==> config.mk <==
export PLATFORM = sky130hd
export DESIGN_NAME = rename_top
export DESIGN_NICKNAME = d
export VERILOG_FILES = /design/src/rename_pkg.sv /design/src/rat_if.sv /design/src/register_alias_table.sv /design/src/free_list.sv /design/src/rename_control.sv /design/src/rename_top.sv
export VERILOG_INCLUDE_DIRS = /design/src
export SDC_FILE = /design/constraint.sdc
export NUM_CORES = 1
export LEC_CHECK = 0
export BUFFER_PORTS_ARGS = -buffer_cell sky130_fd_sc_hd__buf_2
export CORE_ASPECT_RATIO = 1.75
export CORE_MARGIN = 2
export CORE_UTILIZATION = 35
export CTS_CLUSTER_SIZE = 10
export DETAILED_ROUTE_END_ITERATION = 16
export PLACE_DENSITY = 0.58
export SLEW_MARGIN = 20
export SYNTH_ARGS = -nofsm -noshare
export SYNTH_HDL_FRONTEND = slang
export SYNTH_SLANG_ARGS = --single-unit
==> constraint.sdc <==
create_clock -name clk_i -period 3.5 [get_ports clk_i]
set_input_delay 0.175 -clock clk_i [delete_from_list [all_inputs] [get_ports clk_i]]
set_output_delay 0.175 -clock clk_i [all_outputs]
set_load 0.005 [all_outputs]
==> src/rename_macros.svh <==
//##########################################################################
// Size definitions for the rename stage, included by the package and RTL
//##########################################################################

`ifndef RENAME_MACROS_SVH
`define RENAME_MACROS_SVH

`define RN_NUM_ARCH_REGS 32                     // Architectural registers x0 to x31
`define RN_NUM_PHYS_REGS 64                     // Physical registers p0 to p63
`define RN_ARCH_BITS     5                      // Index width of an architectural register
`define RN_PHYS_BITS     6                      // Index width of a physical register

// Registers not mapped after reset are the ones the free list starts with
`define RN_FREE_DEPTH    (`RN_NUM_PHYS_REGS - `RN_NUM_ARCH_REGS)

`endif

==> src/rename_pkg.sv <==
//##########################################################################
// Register index types shared by all rename stage modules
//##########################################################################

`include "rename_macros.svh"

package rename_pkg;

    // Logical register index as it comes from decode
    typedef logic [`RN_ARCH_BITS-1:0] arch_reg_t;

    // Physical register index into the 64 entry register file
    typedef logic [`RN_PHYS_BITS-1:0] phys_reg_t;

endpackage

==> src/rat_if.sv <==
//##########################################################################
// Lookup and update bus between the alias table and the rename control
//##########################################################################

interface rat_if;

    rename_pkg::arch_reg_t src1_idx;            // Lookup index of source 1
    rename_pkg::arch_reg_t src2_idx;            // Lookup index of source 2
    rename_pkg::arch_reg_t dst_idx;             // Lookup index of the destination

    rename_pkg::phys_reg_t src1_map;            // Current mapping of source 1
    rename_pkg::phys_reg_t src2_map;            // Current mapping of source 2
    rename_pkg::phys_reg_t dst_map;             // Current mapping of the destination

    logic                  wr_en;               // Map update strobe
    rename_pkg::arch_reg_t wr_idx;              // Entry to update
    rename_pkg::phys_reg_t wr_map;              // New physical register for that entry

    // Table side answers lookups and takes the update
    modport tbl (
        input  src1_idx, src2_idx, dst_idx,
        output src1_map, src2_map, dst_map,
        input  wr_en, wr_idx, wr_map
    );

    // Control side drives lookups and the update
    modport ctrl (
        output src1_idx, src2_idx, dst_idx,
        input  src1_map, src2_map, dst_map,
        output wr_en, wr_idx, wr_map
    );

endinterface

==> src/register_alias_table.sv <==
//##########################################################################
// Architectural to physical map with three lookups and one update per cycle
//##########################################################################

`include "rename_macros.svh"

module register_alias_table (
    input  logic  clk_i,                        // Core clock
    input  logic  rstn_i,                       // Async reset, active low
    rat_if.tbl    rat                           // Lookup and update bus
);

    localparam int NUM_ENTRIES = `RN_NUM_ARCH_REGS;

    // One physical register per architectural register
    rename_pkg::phys_reg_t map_q [NUM_ENTRIES];

    logic wr_allowed;                           // Update passes the x0 guard

    // x0 is pinned to p0 and its entry never changes
    assign wr_allowed = rat.wr_en && (rat.wr_idx != '0);

    // Map update
    // Reset returns every xN to pN and leaves p32 and up unused
    always_ff @(posedge clk_i or negedge rstn_i) begin
        if (!rstn_i) begin
            for (int i = 0; i < NUM_ENTRIES; i++) begin
                map_q[i] <= rename_pkg::phys_reg_t'(i);  // Identity mapping
            end
        end else if (wr_allowed) begin
            map_q[rat.wr_idx] <= rat.wr_map;    // Visible to lookups after this edge
        end
    end

    // Combinational lookups of the current map
    // A request in the same cycle as an update still sees the old entry
    assign rat.src1_map = map_q[rat.src1_idx];  // Source 1 operand
    assign rat.src2_map = map_q[rat.src2_idx];  // Source 2 operand
    assign rat.dst_map  = map_q[rat.dst_idx];   // Previous destination freed at commit

endmodule

==> src/free_list.sv <==
//##########################################################################
// Circular FIFO of unused physical registers, popped at rename, pushed at commit
//##########################################################################

`include "rename_macros.svh"

module free_list (
    input  logic                  clk_i,            // Core clock
    input  logic                  rstn_i,           // Async reset, active low
    input  logic                  pop_i,            // Take the head register
    input  logic                  commit_valid_i,   // Commit returns a register
    input  rename_pkg::phys_reg_t commit_prd_i,     // Register freed at commit
    output rename_pkg::phys_reg_t alloc_reg_o,      // Next register to allocate
    output logic                  empty_o           // No register left
);

    localparam int DEPTH    = `RN_FREE_DEPTH;
    localparam int FIRST_PR = `RN_NUM_ARCH_REGS;   // First register not mapped at reset
    localparam int PTR_W    = $clog2(DEPTH);
    localparam int CNT_W    = $clog2(DEPTH + 1);

    rename_pkg::phys_reg_t fifo_q [DEPTH];          // Free register storage

    logic [PTR_W-1:0] head_q;                       // Oldest free register
    logic [PTR_W-1:0] tail_q;                       // Slot for the next push
    logic [CNT_W-1:0] count_q;                      // Number of free registers
    logic [PTR_W-1:0] head_nxt;
    logic [PTR_W-1:0] tail_nxt;
    logic             push_en;

    // p0 belongs to x0 for good and must not re-enter the list
    assign push_en = commit_valid_i && (commit_prd_i != '0);

    // Pointer advance with wrap at the last slot
    assign head_nxt = (head_q == PTR_W'(DEPTH - 1)) ? '0 : head_q + 1'b1;
    assign tail_nxt = (tail_q == PTR_W'(DEPTH - 1)) ? '0 : tail_q + 1'b1;

    // Storage and pointers
    // Reset fills every slot so the list starts full with p32 first
    always_ff @(posedge clk_i or negedge rstn_i) begin
        if (!rstn_i) begin
            for (int i = 0; i < DEPTH; i++) begin
                fifo_q[i] <= rename_pkg::phys_reg_t'(FIRST_PR + i);
            end
            head_q <= '0;
            tail_q <= '0;                           // Full list, tail meets head
        end else begin
            if (push_en) begin
                fifo_q[tail_q] <= commit_prd_i;     // Poppable from the next cycle
                tail_q         <= tail_nxt;
            end
            if (pop_i) begin
                head_q <= head_nxt;                 // Control pops only when not empty
            end
        end
    end

    // Occupancy
    always_ff @(posedge clk_i or negedge rstn_i) begin
        if (!rstn_i) begin
            count_q <= CNT_W'(DEPTH);
        end else begin
            case ({push_en, pop_i})
                2'b10:   count_q <= count_q + 1'b1; // Commit only
                2'b01:   count_q <= count_q - 1'b1; // Allocation only
                default: count_q <= count_q;        // Both or neither
            endcase
        end
    end

    assign alloc_reg_o = fifo_q[head_q];            // Valid whenever not empty
    assign empty_o     = (count_q == '0);

endmodule

==> src/rename_control.sv <==
//##########################################################################
// Rename decision logic, drives the map update and registers the result
//##########################################################################

module rename_control (
    input  logic                  clk_i,            // Core clock
    input  logic                  rstn_i,           // Async reset, active low
    input  logic                  req_valid_i,      // Single cycle rename request
    input  rename_pkg::arch_reg_t req_rs1_i,        // Source register 1
    input  rename_pkg::arch_reg_t req_rs2_i,        // Source register 2
    input  rename_pkg::arch_reg_t req_rd_i,         // Destination register
    input  logic                  req_rd_we_i,      // Instruction writes rd
    input  rename_pkg::phys_reg_t alloc_reg_i,      // Head of the free list
    input  logic                  free_empty_i,     // Free list exhausted
    rat_if.ctrl                   rat,              // Alias table bus
    output logic                  pop_o,            // Consume the free list head
    output logic                  res_valid_o,      // Rename result strobe
    output logic                  res_stall_o,      // Request dropped strobe
    output rename_pkg::phys_reg_t res_prs1_o,       // Physical source 1
    output rename_pkg::phys_reg_t res_prs2_o,       // Physical source 2
    output rename_pkg::phys_reg_t res_prd_o,        // Physical destination
    output rename_pkg::phys_reg_t res_old_prd_o     // Previous mapping of rd
);

    logic                  needs_alloc;             // Request wants a new register
    logic                  do_alloc;                // Allocation goes ahead
    logic                  do_stall;                // Allocation blocked by empty list
    rename_pkg::phys_reg_t prd_sel;                 // Destination to report

    logic                  valid_q;
    logic                  stall_q;
    rename_pkg::phys_reg_t prs1_q;
    rename_pkg::phys_reg_t prs2_q;
    rename_pkg::phys_reg_t prd_q;
    rename_pkg::phys_reg_t old_prd_q;

    // Lookups follow the request directly
    assign rat.src1_idx = req_rs1_i;
    assign rat.src2_idx = req_rs2_i;
    assign rat.dst_idx  = req_rd_i;

    // Writes to x0 are discarded, so they keep p0 and allocate nothing
    assign needs_alloc = req_valid_i && req_rd_we_i && (req_rd_i != '0);
    assign do_alloc    = needs_alloc && !free_empty_i;
    assign do_stall    = needs_alloc && free_empty_i;

    // Map update and free list pop happen together
    assign pop_o      = do_alloc;
    assign rat.wr_en  = do_alloc;
    assign rat.wr_idx = req_rd_i;
    assign rat.wr_map = alloc_reg_i;

    // Without allocation the destination stays on its current mapping
    assign prd_sel = do_alloc ? alloc_reg_i : rat.dst_map;

    // Result strobes
    always_ff @(posedge clk_i or negedge rstn_i) begin
        if (!rstn_i) begin
            valid_q <= 1'b0;
            stall_q <= 1'b0;
        end else begin
            valid_q <= req_valid_i && !do_stall;    // Dropped requests give no result
            stall_q <= do_stall;
        end
    end

    // Result payload, meaningful only with the valid strobe
    always_ff @(posedge clk_i) begin
        if (req_valid_i) begin
            prs1_q    <= rat.src1_map;              // Sources read the map before the update
            prs2_q    <= rat.src2_map;
            prd_q     <= prd_sel;
            old_prd_q <= rat.dst_map;               // Freed when this instruction commits
        end
    end

    assign res_valid_o   = valid_q;
    assign res_stall_o   = stall_q;
    assign res_prs1_o    = prs1_q;
    assign res_prs2_o    = prs2_q;
    assign res_prd_o     = prd_q;
    assign res_old_prd_o = old_prd_q;

endmodule

==> src/rename_top.sv <==
//##########################################################################
// Register rename stage top level with one rename per cycle and 1 cycle latency
//##########################################################################

module rename_top (
    input  logic                  clk_i,            // Core clock
    input  logic                  rstn_i,           // Async reset, active low
    input  logic                  rename_valid_i,   // Rename request strobe
    input  rename_pkg::arch_reg_t rs1_i,            // Source register 1
    input  rename_pkg::arch_reg_t rs2_i,            // Source register 2
    input  rename_pkg::arch_reg_t rd_i,             // Destination register
    input  logic                  rd_we_i,          // Instruction writes rd
    input  logic                  commit_valid_i,   // Commit frees a register
    input  rename_pkg::phys_reg_t commit_prd_i,     // Register returned at commit
    output logic                  rename_valid_o,   // Result strobe
    output logic                  rename_stall_o,   // Request dropped for lack of a free register
    output rename_pkg::phys_reg_t prs1_o,           // Physical source 1
    output rename_pkg::phys_reg_t prs2_o,           // Physical source 2
    output rename_pkg::phys_reg_t prd_o,            // Physical destination
    output rename_pkg::phys_reg_t old_prd_o         // Mapping to free at commit
);

    rename_pkg::phys_reg_t alloc_reg;               // Free list head to control
    logic                  free_empty;              // Free list exhausted
    logic                  free_pop;                // Control consumes the head

    rat_if rat_bus ();                              // Table lookup and update bus

    register_alias_table register_alias_table_i (
        .clk_i  (clk_i),
        .rstn_i (rstn_i),
        .rat    (rat_bus.tbl)
    );

    free_list free_list_i (
        .clk_i          (clk_i),
        .rstn_i         (rstn_i),
        .pop_i          (free_pop),
        .commit_valid_i (commit_valid_i),
        .commit_prd_i   (commit_prd_i),
        .alloc_reg_o    (alloc_reg),
        .empty_o        (free_empty)
    );

    rename_control rename_control_i (
        .clk_i         (clk_i),
        .rstn_i        (rstn_i),
        .req_valid_i   (rename_valid_i),
        .req_rs1_i     (rs1_i),
        .req_rs2_i     (rs2_i),
        .req_rd_i      (rd_i),
        .req_rd_we_i   (rd_we_i),
        .alloc_reg_i   (alloc_reg),
        .free_empty_i  (free_empty),
        .rat           (rat_bus.ctrl),
        .pop_o         (free_pop),
        .res_valid_o   (rename_valid_o),
        .res_stall_o   (rename_stall_o),
        .res_prs1_o    (prs1_o),
        .res_prs2_o    (prs2_o),
        .res_prd_o     (prd_o),
        .res_old_prd_o (old_prd_o)
    );

endmodule

## Word-level counts from Yosys, hierarchy flattened

Cells that the tools add are included.

| operators by class | value |
|---|---|
| multiplexer cells | 22 |
| $lt $le $gt $ge | 7 |
| shift-type cells | 0 |
| reductions and logical operators | 15 |
| equality and inequality tests | 4 |
| divide/modulo/power cells | 0 |
| multipliers | 0 |
| add/subtract/negate cells | 4 |
| bitwise logic cells | 5 |

Operator list:

| kind | number |
|---|---|
| $bwmux W192 | 2 |
| $bmux W6 S5 | 4 |
| $mux W6 | 11 |
| $demux W6 S5 | 2 |
| $ge A6 B6 Y1 const B | 5 |
| $not A5 Y6 | 5 |
| $lt A6 B1 Y1 const B | 2 |
| $pmux W6 S2 | 1 |
| $add A5 B1 Y5 const B | 2 |
| $eq A5 B5 Y1 const B | 2 |
| $mux W5 | 2 |
| $logic_and A1 B1 Y1 | 9 |
| $add A6 B1 Y6 const B | 1 |
| $logic_not A6 Y1 | 1 |
| $reduce_bool A6 Y1 | 1 |
| $sub A6 B1 Y6 const B | 1 |
| $reduce_bool A5 Y1 | 1 |
| $eq A2 B1 Y1 const B | 1 |
| $eq A2 B2 Y1 const B | 1 |
| $logic_not A1 Y1 | 2 |
| $reduce_bool A2 Y1 | 1 |

| storage, ports and cells | value |
|---|---|
| memories | 0 |
| latch bits | 0 |
| output and inout port bits | 26 |
| register bits after elaboration | 426 |
| memory bits (read-only) | 0 |
| memory bits (writable) | 0 |
| logic and storage cells | 130 |

## Longest topological paths before layout

Gate-level depths: netlist of run 1.

| depth | value |
|---|---|
| word-level depth | 6 |
| gate-level depth with buffers | 14 |

## By module

A second synthesis of run 1 with hierarchy kept.

| second synthesis, totals | value |
|---|---|
| cell total of the unflattened synthesis | 1440 |
| area, all modules | 22948.3 sq um |

Modules (own cells, without submodules):

| module | instances | seq. area each (sq um) | area an instance (sq um) | cells an instance |
|---|---|---|---|---|
| register_alias_table | 1 | 4904.7 | 11835.1 | 686 |
| free_list | 1 | 5346.4 | 9998.3 | 687 |
| rename_control | 1 | 770.7 | 1114.8 | 67 |

## Least setup slack after synthesis of run 1

Ideal clock, no wire load.

| path | value |
|---|---|
| path kind | input to register |
| from | input rd_i[2] |
| to | register free_list_i.count_q[5] |
| arrival time | 2748 ps |
| path buffers | 2 |
| slack | 654 ps |
| library setup time | 98 ps |
| stages | 12 |
| data required time | 3402 ps |
| cells stage by stage | or3_1 -> o311ai_0 -> nand2b_1 -> clkbuf_1 -> inv_2 -> ha_1 -> clkbuf_1 -> and2_0 -> o21ai_0 -> a221o_1 -> o311ai_0 -> xor2_1 |

| on the way | value |
|---|---|
| word-level cells in the longest chain between the ends | 5 |
| elaborated cells on any way between the ends | 7 |
| those cells by class | 2 x eq/ne; 1 x mux; 4 x reduce/logical |

RTL lines:

| what | line | RTL |
|---|---|---|
| start: declaration | rename_top.sv:11 | `input rename_pkg::arch_reg_t rd_i,` |
| $reduce_bool A5 Y1 (*) | rename_control.sv:43 | `assign needs_alloc = req_valid_i && req_rd_we_i && (req_rd_i != '0);` |
| $logic_and A1 B1 Y1 (*) | rename_control.sv:43 |  |
| $logic_and A1 B1 Y1 (*) | rename_control.sv:44 | `assign do_alloc = needs_alloc && !free_empty_i;` |
| $eq A2 B1 Y1 or $eq A2 B2 Y1 (tied branches) | free_list.sv:63 | `case ({push_en, pop_i})` |
| $pmux W6 S2 or $reduce_bool A2 Y1 (tied branches) | n/a |  |
| end signal: assignment | free_list.sv:64 | `2'b10: count_q <= count_q + 1'b1;` |
| end signal: assignment | free_list.sv:65 | `2'b01: count_q <= count_q - 1'b1;` |
| end signal: assignment | free_list.sv:66 | `default: count_q <= count_q;` |
| end: declaration | free_list.sv:26 | `logic [CNT_W-1:0] count_q;` |

Every way passes the cells marked *; elsewhere a longest branch is shown, timed or not.
A chain may end at the register's enable or synchronous reset.

## Worst setup path in the final report of run 1

| path | value |
|---|---|
| from | register free_list_i.head_q[0] |
| to | register rename_control_i.prd_q[0], in the netlist rename_control_i.res_prd_o[0], data pin |

| on the way | value |
|---|---|
| word-level cells in the longest chain between the ends | 5 |

RTL lines:

| what | line | RTL |
|---|---|---|
| start: declaration | free_list.sv:24 | `logic [PTR_W-1:0] head_q;` |
| start signal: assignment | free_list.sv:53 | `head_q <= head_nxt;` |
| $not A5 Y6 (implied by the code) | free_list.sv:71 | `assign alloc_reg_o = fifo_q[head_q];` |
| $bmux W6 S5 | free_list.sv:71 |  |
| $mux W6 (implied by the code) (2 in a row) | free_list.sv:71 |  |
| $mux W6 | rename_control.sv:54 | `assign prd_sel = do_alloc ? alloc_reg_i : rat.dst_map;` |
| named net rename_control_i.prd_sel[0] | rename_control.sv:28 | `rename_pkg::phys_reg_t prd_sel;` |
| end signal: assignment | rename_control.sv:72 | `prd_q <= prd_sel;` |
| end: declaration | rename_control.sv:34 | `rename_pkg::phys_reg_t prd_q;` |

The timed path passes the listed nets, and every way through them passes these cells. The select of a mux whose other input is x is not followed.

==> flow_metrics.py, run 1 <==
metrics = {
    "clock_tree": {
        "cts_root_buffer": "clkbuf_16",
        "cts.path.max_buffers": 3,
        "path_clk_slew_ns": 0.06,
        "htree_num_levels": 2,
        "cts_sinks": 426,
        "clkLatencyLatePin_ns": 0.59,
        "cts_tree": "built",
        "cts_buffers": 48,
        "cts_resized": 0,
        "post-cts-setup-buffers": 0,
        "hold_buffers": 1,
    },
    "synthesis": {
        "synthTopCellsByCount": "mux2_2, dfrtp_1, mux4_2",
        "async_reset_ff_share_pct": 94.4,
        "synth_cell_type_count": 63,
        "synth_area_um2": 22700,
        "synth-seq-cells": 426,
        "synthFlopType": "dfrtp_1",
        "yosys_warnings": 0,
        "syn_inst": 1450,
        "synth_area_per_cell_um2": 15.6,
        "synth_nets": 1486,
        "synth_edf_count": 24,
        "yosysMostFrequentCell": "mux2_2",
        "synth_area_leader_cell": "dfrtp_1",
        "yosys.area.top_type_share_pct": 23.1,
        "synth.yosys.seq_area_share_pct": 48.7,
        "synthTopCellsByArea": "dfrtp_1, dfstp_2, mux2_2, mux4_2, edfxtp_1",
    },
    "floorplanning": {
        "die_area_um2": 66800,
        "start_util_pct": 35.3,
        "rows": 123,
        "die_height_um": 341,
        "fp.dieW_um": 196,
        "boundaryPins": 52,
        "core_area_um2": 64200,
    },
    "finish": {
        "layout.nets": 1576,
        "postLayoutCellArea_um2": 25700,
        "syn2layout_area_growth_pct": 13.3,
        "diodes": 0,
        "drive_gt1_share_pct": 64.3,
    },
    "grt": {
        "grt_max_degree": 109,
        "grt_usage_pct": 19.6,
        "grt_overflow": 0,
        "grt_pass1_vias": 14875,
        "grt_pass1_wl_um": 96600,
        "antenna_found_initial": 0,
    },
    "placed_design": {
        "dp.final_hpwl_um": 46400,
        "place_area_um2": 24300,
        "place_congestion": 0.855,
        "port_buffers": 51,
    },
    "drt": {
        "vias_per_cell": 5.70,
        "routed_wl_um": 64100,
        "wl_per_cell_um": 26.8,
        "final_antenna_net_count": 0,
        "vias": 13632,
        "drt_iter0_drc": 736,
        "drcViolationCount": 0,
        "drtPass1Iterations": 5,
    },
    "critical_path": {
        "start_kind": "flop",
        "required_ns": 3.78,
        "arrival_ns": 3.36,
        "cp-end-kind": "flop",
        "critical_path_class": "reg -> reg",
        "crit_fanout": 37,
    },
    "sta": {
        "max_freq_ghz": 0.325,
        "rsz0062_at_grt": "no",
        "timing.hold.ws_ns": 0.124,
        "slew_violations": 0,
        "setup_viol": 0,
        "finalClockSkew_ns": 0.0337,
        "finalCriticalPeriod_ns": 3.08,
        "slew_headroom_pct": 27.4,
        "timing_hold_violations_final": 0,
        "worst_slew_pin_slew_ns": 1.09,
        "fin_setup_tns_ns": 0,
        "period_share_pct": 87.9,
    },
    "run": {
        "drv_cap": 0,
    },
    "power": {
        "leakagePower_nw": 10.5,
        "vdd_drop_max_uv": 409,
        "power.density_nw_per_um2": 832,
    },
    "worst_hold_path": {
        "hp-class": "in -> reg",
    },
    "outcome": {
        "outcome": "finished clean",
    },
}
[power breakdown]
part	switching [W]	internal (W)	total, W
registers	0.00146	0.00755	0.00901
clock network	0.00203	0.00262	0.00465
logic	0.00365	0.00404	0.00769
total	0.00713	0.0142	0.0213
[kinds of logic (layout without fill, tap and decap cells)]
| family | after synthesis | in the layout | synth area share (%) |
|---|---|---|---|
| AO/OA/AOI/OAI | 95 | 95 | 3.22 |
| multiplexers | 632 | 632 | 41.2 |
| flip-flops | 426 | 426 | 48.7 |
| AND/OR/NAND/NOR | 156 | 156 | 3.46 |
| buffers and inverters | 124 | 253 | 2.67 |
| XOR/XNOR | 7 | 7 | 0.271 |
| adder cells (fa/ha/maj) | 10 | 10 | 0.552 |
[metrics by stage]
stage | utilization [%] | worst slack, ns | std cells | total power [W]
final | 40.0 | 0.425 | 2391 | 0.0213
after global routing | 40.0 | 0.283 | 2391 | 0.0225
after CTS | 40.0 | 0.358 | 2391 | 0.0215
after detailed placement | 37.8 | 0.350 | 2301 | 0.0168
after global placement | 37.8 | 0.366 | 2301 | 0.0165
after floorplan | - | 0.654 | 1450 | 0.0142
[cell type report]
type | instances | area [um2]
clock buffer | 87 | 1370
tap | 812 | 1020
sequential | 426 | 11000
timing repair buffer | 156 | 1160
fill | 5894 | 38500
inverter | 8 | 30.0
multi-input combinational | 900 | 11000
clock inverter | 2 | 17.5
[flip-flops by register name (all words and copies together) (netlist names)]
name / cells
free_list_i.fifo_q: 192
register_alias_table_i.map_q: 192
free_list_i.count_q: 6
rename_control_i.res_old_prd_o: 6
rename_control_i.res_prd_o: 6
rename_control_i.res_prs1_o: 6
rename_control_i.res_prs2_o: 6
free_list_i.head_q: 5
free_list_i.tail_q: 5
rename_control_i.res_stall_o: 1
rename_control_i.res_valid_o: 1
[worst max-delay path, cell delays in order, from the launching register on]
cell and delay, ns:
dfrtp_2 0.65, buf_12 0.31, mux4_2 0.56, a2111oi_2 0.62
a21oi_2 0.06, buf_4 0.18, mux2_2 0.35
[placed cells by master, fill, tap and decap left out, types with 10 or more instances in the layout]
master,synthesis,routed
a21oi_1,13,10
a22oi_1,24,24
buf_2,21,47
buf_4,3,99
clkbuf_1,65,38
clkbuf_16,0,49
dfrtp_1,209,207
dfstp_2,193,193
edfxtp_1,24,24
ha_1,10,10
mux2_2,396,396
mux2i_1,33,33
mux4_2,198,198
nand2_1,43,43
nand3_1,13,13
nor2_1,42,42
o21ai_0,14,14
[per-layer routing]
metal  share of wire, %  vias up  track usage [%]  wire [um]
li1                   -     5831                -          -
met1                 33     7290             19.6      21400
met2                 58      352             39.0      37100
met3                2.9      159             1.97       1880
met4                5.7        0             10.2       3680
met5                  0        -                0          0
[worst paths after layout]
check                                             startpoint                                 to  slack, ns  depth (start not counted)
max                                    free_list_i.head_q[0]      rename_control_i.res_prd_o[0]       0.42                          6
min                                                  rd_we_i       rename_control_i.res_stall_o       0.12                          4
max reg2reg                            free_list_i.head_q[0]      rename_control_i.res_prd_o[0]       0.42                          6
min reg2reg                register_alias_table_i.map_q[186]  register_alias_table_i.map_q[186]       0.42                          0
max in group asynchronous                             rstn_i   register_alias_table_i.map_q[60]       2.18                          3
min in group asynchronous                             rstn_i            free_list_i.fifo_q[102]       0.28                          2
(Power assumes the default switching activity.)
==> run 2, diff against run 1 <==
- ABC_AREA: not set -> 1
==> flow_metrics.py, run 2 <==
metrics = {
    "sta": {
        "slew_violations": 0,
        "finalCriticalPeriod_ns": 2.58,
        "finalClockSkew_ns": 0.0606,
        "rsz0062_at_grt": "no",
        "timing_hold_violations_final": 0,
        "max_freq_ghz": 0.388,
        "period_share_pct": 73.7,
        "setup_viol": 0,
        "worst_slew_pin_slew_ns": 1.15,
        "slew_headroom_pct": 23.3,
        "fin_setup_tns_ns": 0,
    },
    "power": {
        "leakagePower_nw": 13.3,
        "swShare_pct": 44.4,
        "power_frac_seq_pct": 39.7,
        "internal-power_w": 0.0134,
        "vdd_drop_max_uv": 697,
        "power.density_nw_per_um2": 865,
        "p_sw_w": 0.0107,
        "total_power_w": 0.0241,
        "power_frac_comb_pct": 39.4,
        "clockPowerShare_pct": 20.9,
    },
    "drt": {
        "wl_per_cell_um": 21.1,
        "drtPass1Iterations": 7,
        "drcViolationCount": 0,
        "drt_iter0_drc": 2141,
        "routed_wl_um": 97300,
        "final_antenna_net_count": 0,
        "vias_per_cell": 5.30,
        "vias": 24460,
    },
    "floorplanning": {
        "boundaryPins": 52,
        "die_area_um2": 74100,
        "rows": 130,
        "core_area_um2": 71400,
        "start_util_pct": 35.2,
        "die_height_um": 359,
        "fp.dieW_um": 207,
    },
    "clock_tree": {
        "htree_num_levels": 2,
        "cts.path.max_buffers": 3,
        "clkLatencyLatePin_ns": 0.64,
        "path_clk_slew_ns": 0.06,
        "cts_buffers": 50,
        "cts_root_buffer": "clkbuf_16",
        "cts_sinks": 426,
        "cts_resized": 0,
        "cts_tree": "built",
    },
    "finish": {
        "largest_registers": "free_list_i.fifo_q (192), register_alias_table_i.map_q (192)",
        "final_cells": 4611,
        "diodes": 0,
        "drive_gt1_share_pct": 12.3,
        "syn2layout_area_growth_pct": 10.8,
        "final.fill_count": 7591,
        "mostFrequentLayoutCells": "nand2_1, nand3_1, o21ai_0",
        "layout.nets": 3682,
        "layout_commonest_cell": "nand2_1",
    },
    "worst_hold_path": {
        "hp-class": "in -> reg",
    },
    "critical_path": {
        "start_kind": "flop",
        "required_ns": 3.99,
        "critical_path_class": "reg -> reg",
        "arrival_ns": 3.07,
        "cp-end-kind": "flop",
        "crit_fanout": 16,
    },
    "synthesis": {
        "synthFlopType": "dfrtp_1",
        "synth_area_leader_cell": "nand2_1",
        "async_reset_ff_share_pct": 94.4,
        "syn_inst": 3713,
        "synth_cell_type_count": 29,
        "yosys_warnings": 0,
        "synth_area_per_cell_um2": 6.78,
        "synth-seq-cells": 426,
        "synth_edf_count": 24,
        "synth_area_um2": 25200,
        "synth.yosys.seq_area_share_pct": 43.8,
        "synthTopCellsByArea": "nand2_1, dfrtp_1, dfstp_2, nand3_1, o21ai_0",
        "synth_nets": 3749,
        "synthTopCellsByCount": "nand2_1, nand3_1, o21ai_0",
        "yosysMostFrequentCell": "nand2_1",
        "yosys.area.top_type_share_pct": 27.3,
    },
    "grt": {
        "grt_overflow": 0,
        "grt_pass1_wl_um": 146000,
        "grt_pass1_vias": 23147,
        "grt_max_degree": 107,
        "grt_usage_pct": 26.4,
        "antenna_found_initial": 0,
    },
    "placed_design": {
        "dp.final_hpwl_um": 64700,
        "place_congestion": 0.964,
        "placed_cells": 4515,
        "port_buffers": 51,
    },
    "outcome": {
        "outcome": "finished clean",
    },
    "run": {
        "drv_cap": 0,
    },
}
run 2: cell types whose count changed after synthesis, sizes merged, moves of 27 or more:
cell / delta
inv: +173
buf: +33
a21oi: +27
o21ai: +225
nand3: +582
mux2: -400
mux4: -199
mux2i: -33
nand2: +1786
nor2: +37
clkbuf: +96
nor3: +39
run 2: path summary, 6_finish.rpt:
check | from | end | slack [ns] | cells past startpoint
max in group asynchronous | rstn_i | register_alias_table_i.map_q[70] | 2.43 | 3
min in group asynchronous | rstn_i | register_alias_table_i.map_q[150] | 0.15 | 2
setup / recovery | free_list_i.count_q[5] | free_list_i.count_q[4] | 0.92 | 14
setup reg to reg | free_list_i.count_q[5] | free_list_i.count_q[4] | 0.92 | 14
hold / removal | rd_we_i | rename_control_i.res_stall_o | 0.07 | 5
hold reg to reg | register_alias_table_i.map_q[188] | register_alias_table_i.map_q[188] | 0.39 | 0
run 2: logic make-up (layout without fill, tap and decap cells):
logic type / Yosys count / after routing / share of synthesized area (%)
AND/OR/NAND/NOR: 2551 / 2551 / 42.9
XOR/XNOR: 5 / 5 / 0.174
buffers and inverters: 429 / 403 / 6.71
AO/OA/AOI/OAI: 292 / 292 / 5.90
adder cells (fa/ha/maj): 10 / 10 / 0.497
flip-flops: 426 / 426 / 43.8
run 2: critical path: stages, from the launching register on:
cell	delay, ns
dfstp_2	0.53
inv_1	0.05
nand4_1	0.20
nand3_4	0.09
inv_2	0.31
ha_1	0.36
nand2_1	0.10
inv_1	0.06
nor2_1	0.05
ha_1	0.17
a21o_1	0.18
nand4_1	0.10
nand3_1	0.09
nand3_1	0.09
o21ai_0	0.07
run 2: per-layer routing:
layer	wire length (um)	share of wire [%]	track usage (%)	up-vias
met5	0	0	0	-
li1	-	-	-	11660
met2	49500	51	46.2	951
met3	5530	5.7	3.47	317
met1	34300	35	29.0	11532
met4	8020	8.2	19.5	0
run 2: final cells by class:
type                            count  area (um2)  area share (%)
Clock buffer                       90        1480            5.32
Clock inverter                      3        37.5           0.135
Inverter                          184         691            2.48
Multi-Input combinational cell   2858       12500            44.6
Sequential cell                   426       11000            39.5
Tap cell                          924        1160            4.15
Timing Repair Buffer              126        1040            3.74
run 2: what timing repair did:
| item | CTS | global route |
|---|---|---|
| buffers inserted | 0 | 0 |
| hold endpoints to repair | 72 | 0 |
| hold buffers | 3 | 0 |
run 2: through the flow:
| step | setup WS (ns) | area (um2) | hold slack, ns | utilization (%) |
|---|---|---|---|---|
| finish | 0.920 | 27900 | 0.0735 | 39.1 |
| detailed placement | 0.897 | 26300 | 0.240 | 36.9 |
| global route | 0.743 | 27900 | 0.0751 | 39.1 |
| global placement | 0.878 | 26300 | 0.234 | 36.9 |
| floorplan | 0.997 | 25200 | -0.121 | - |
| CTS | 0.920 | 27900 | 0.0178 | 39.1 |
run 2: power by group through the flow:
stage	Combinational (W)	Sequential, W	Clock, W
6_report	0.00951	0.00957	0.00504
5_1_grt	0.0105	0.00977	0.00534
4_1_cts	0.00947	0.00952	0.00515
3_5_place_dp	0.00943	0.00957	0
3_3_place_gp	0.00933	0.00954	0
2_1_floorplan	0.00599	0.00877	0
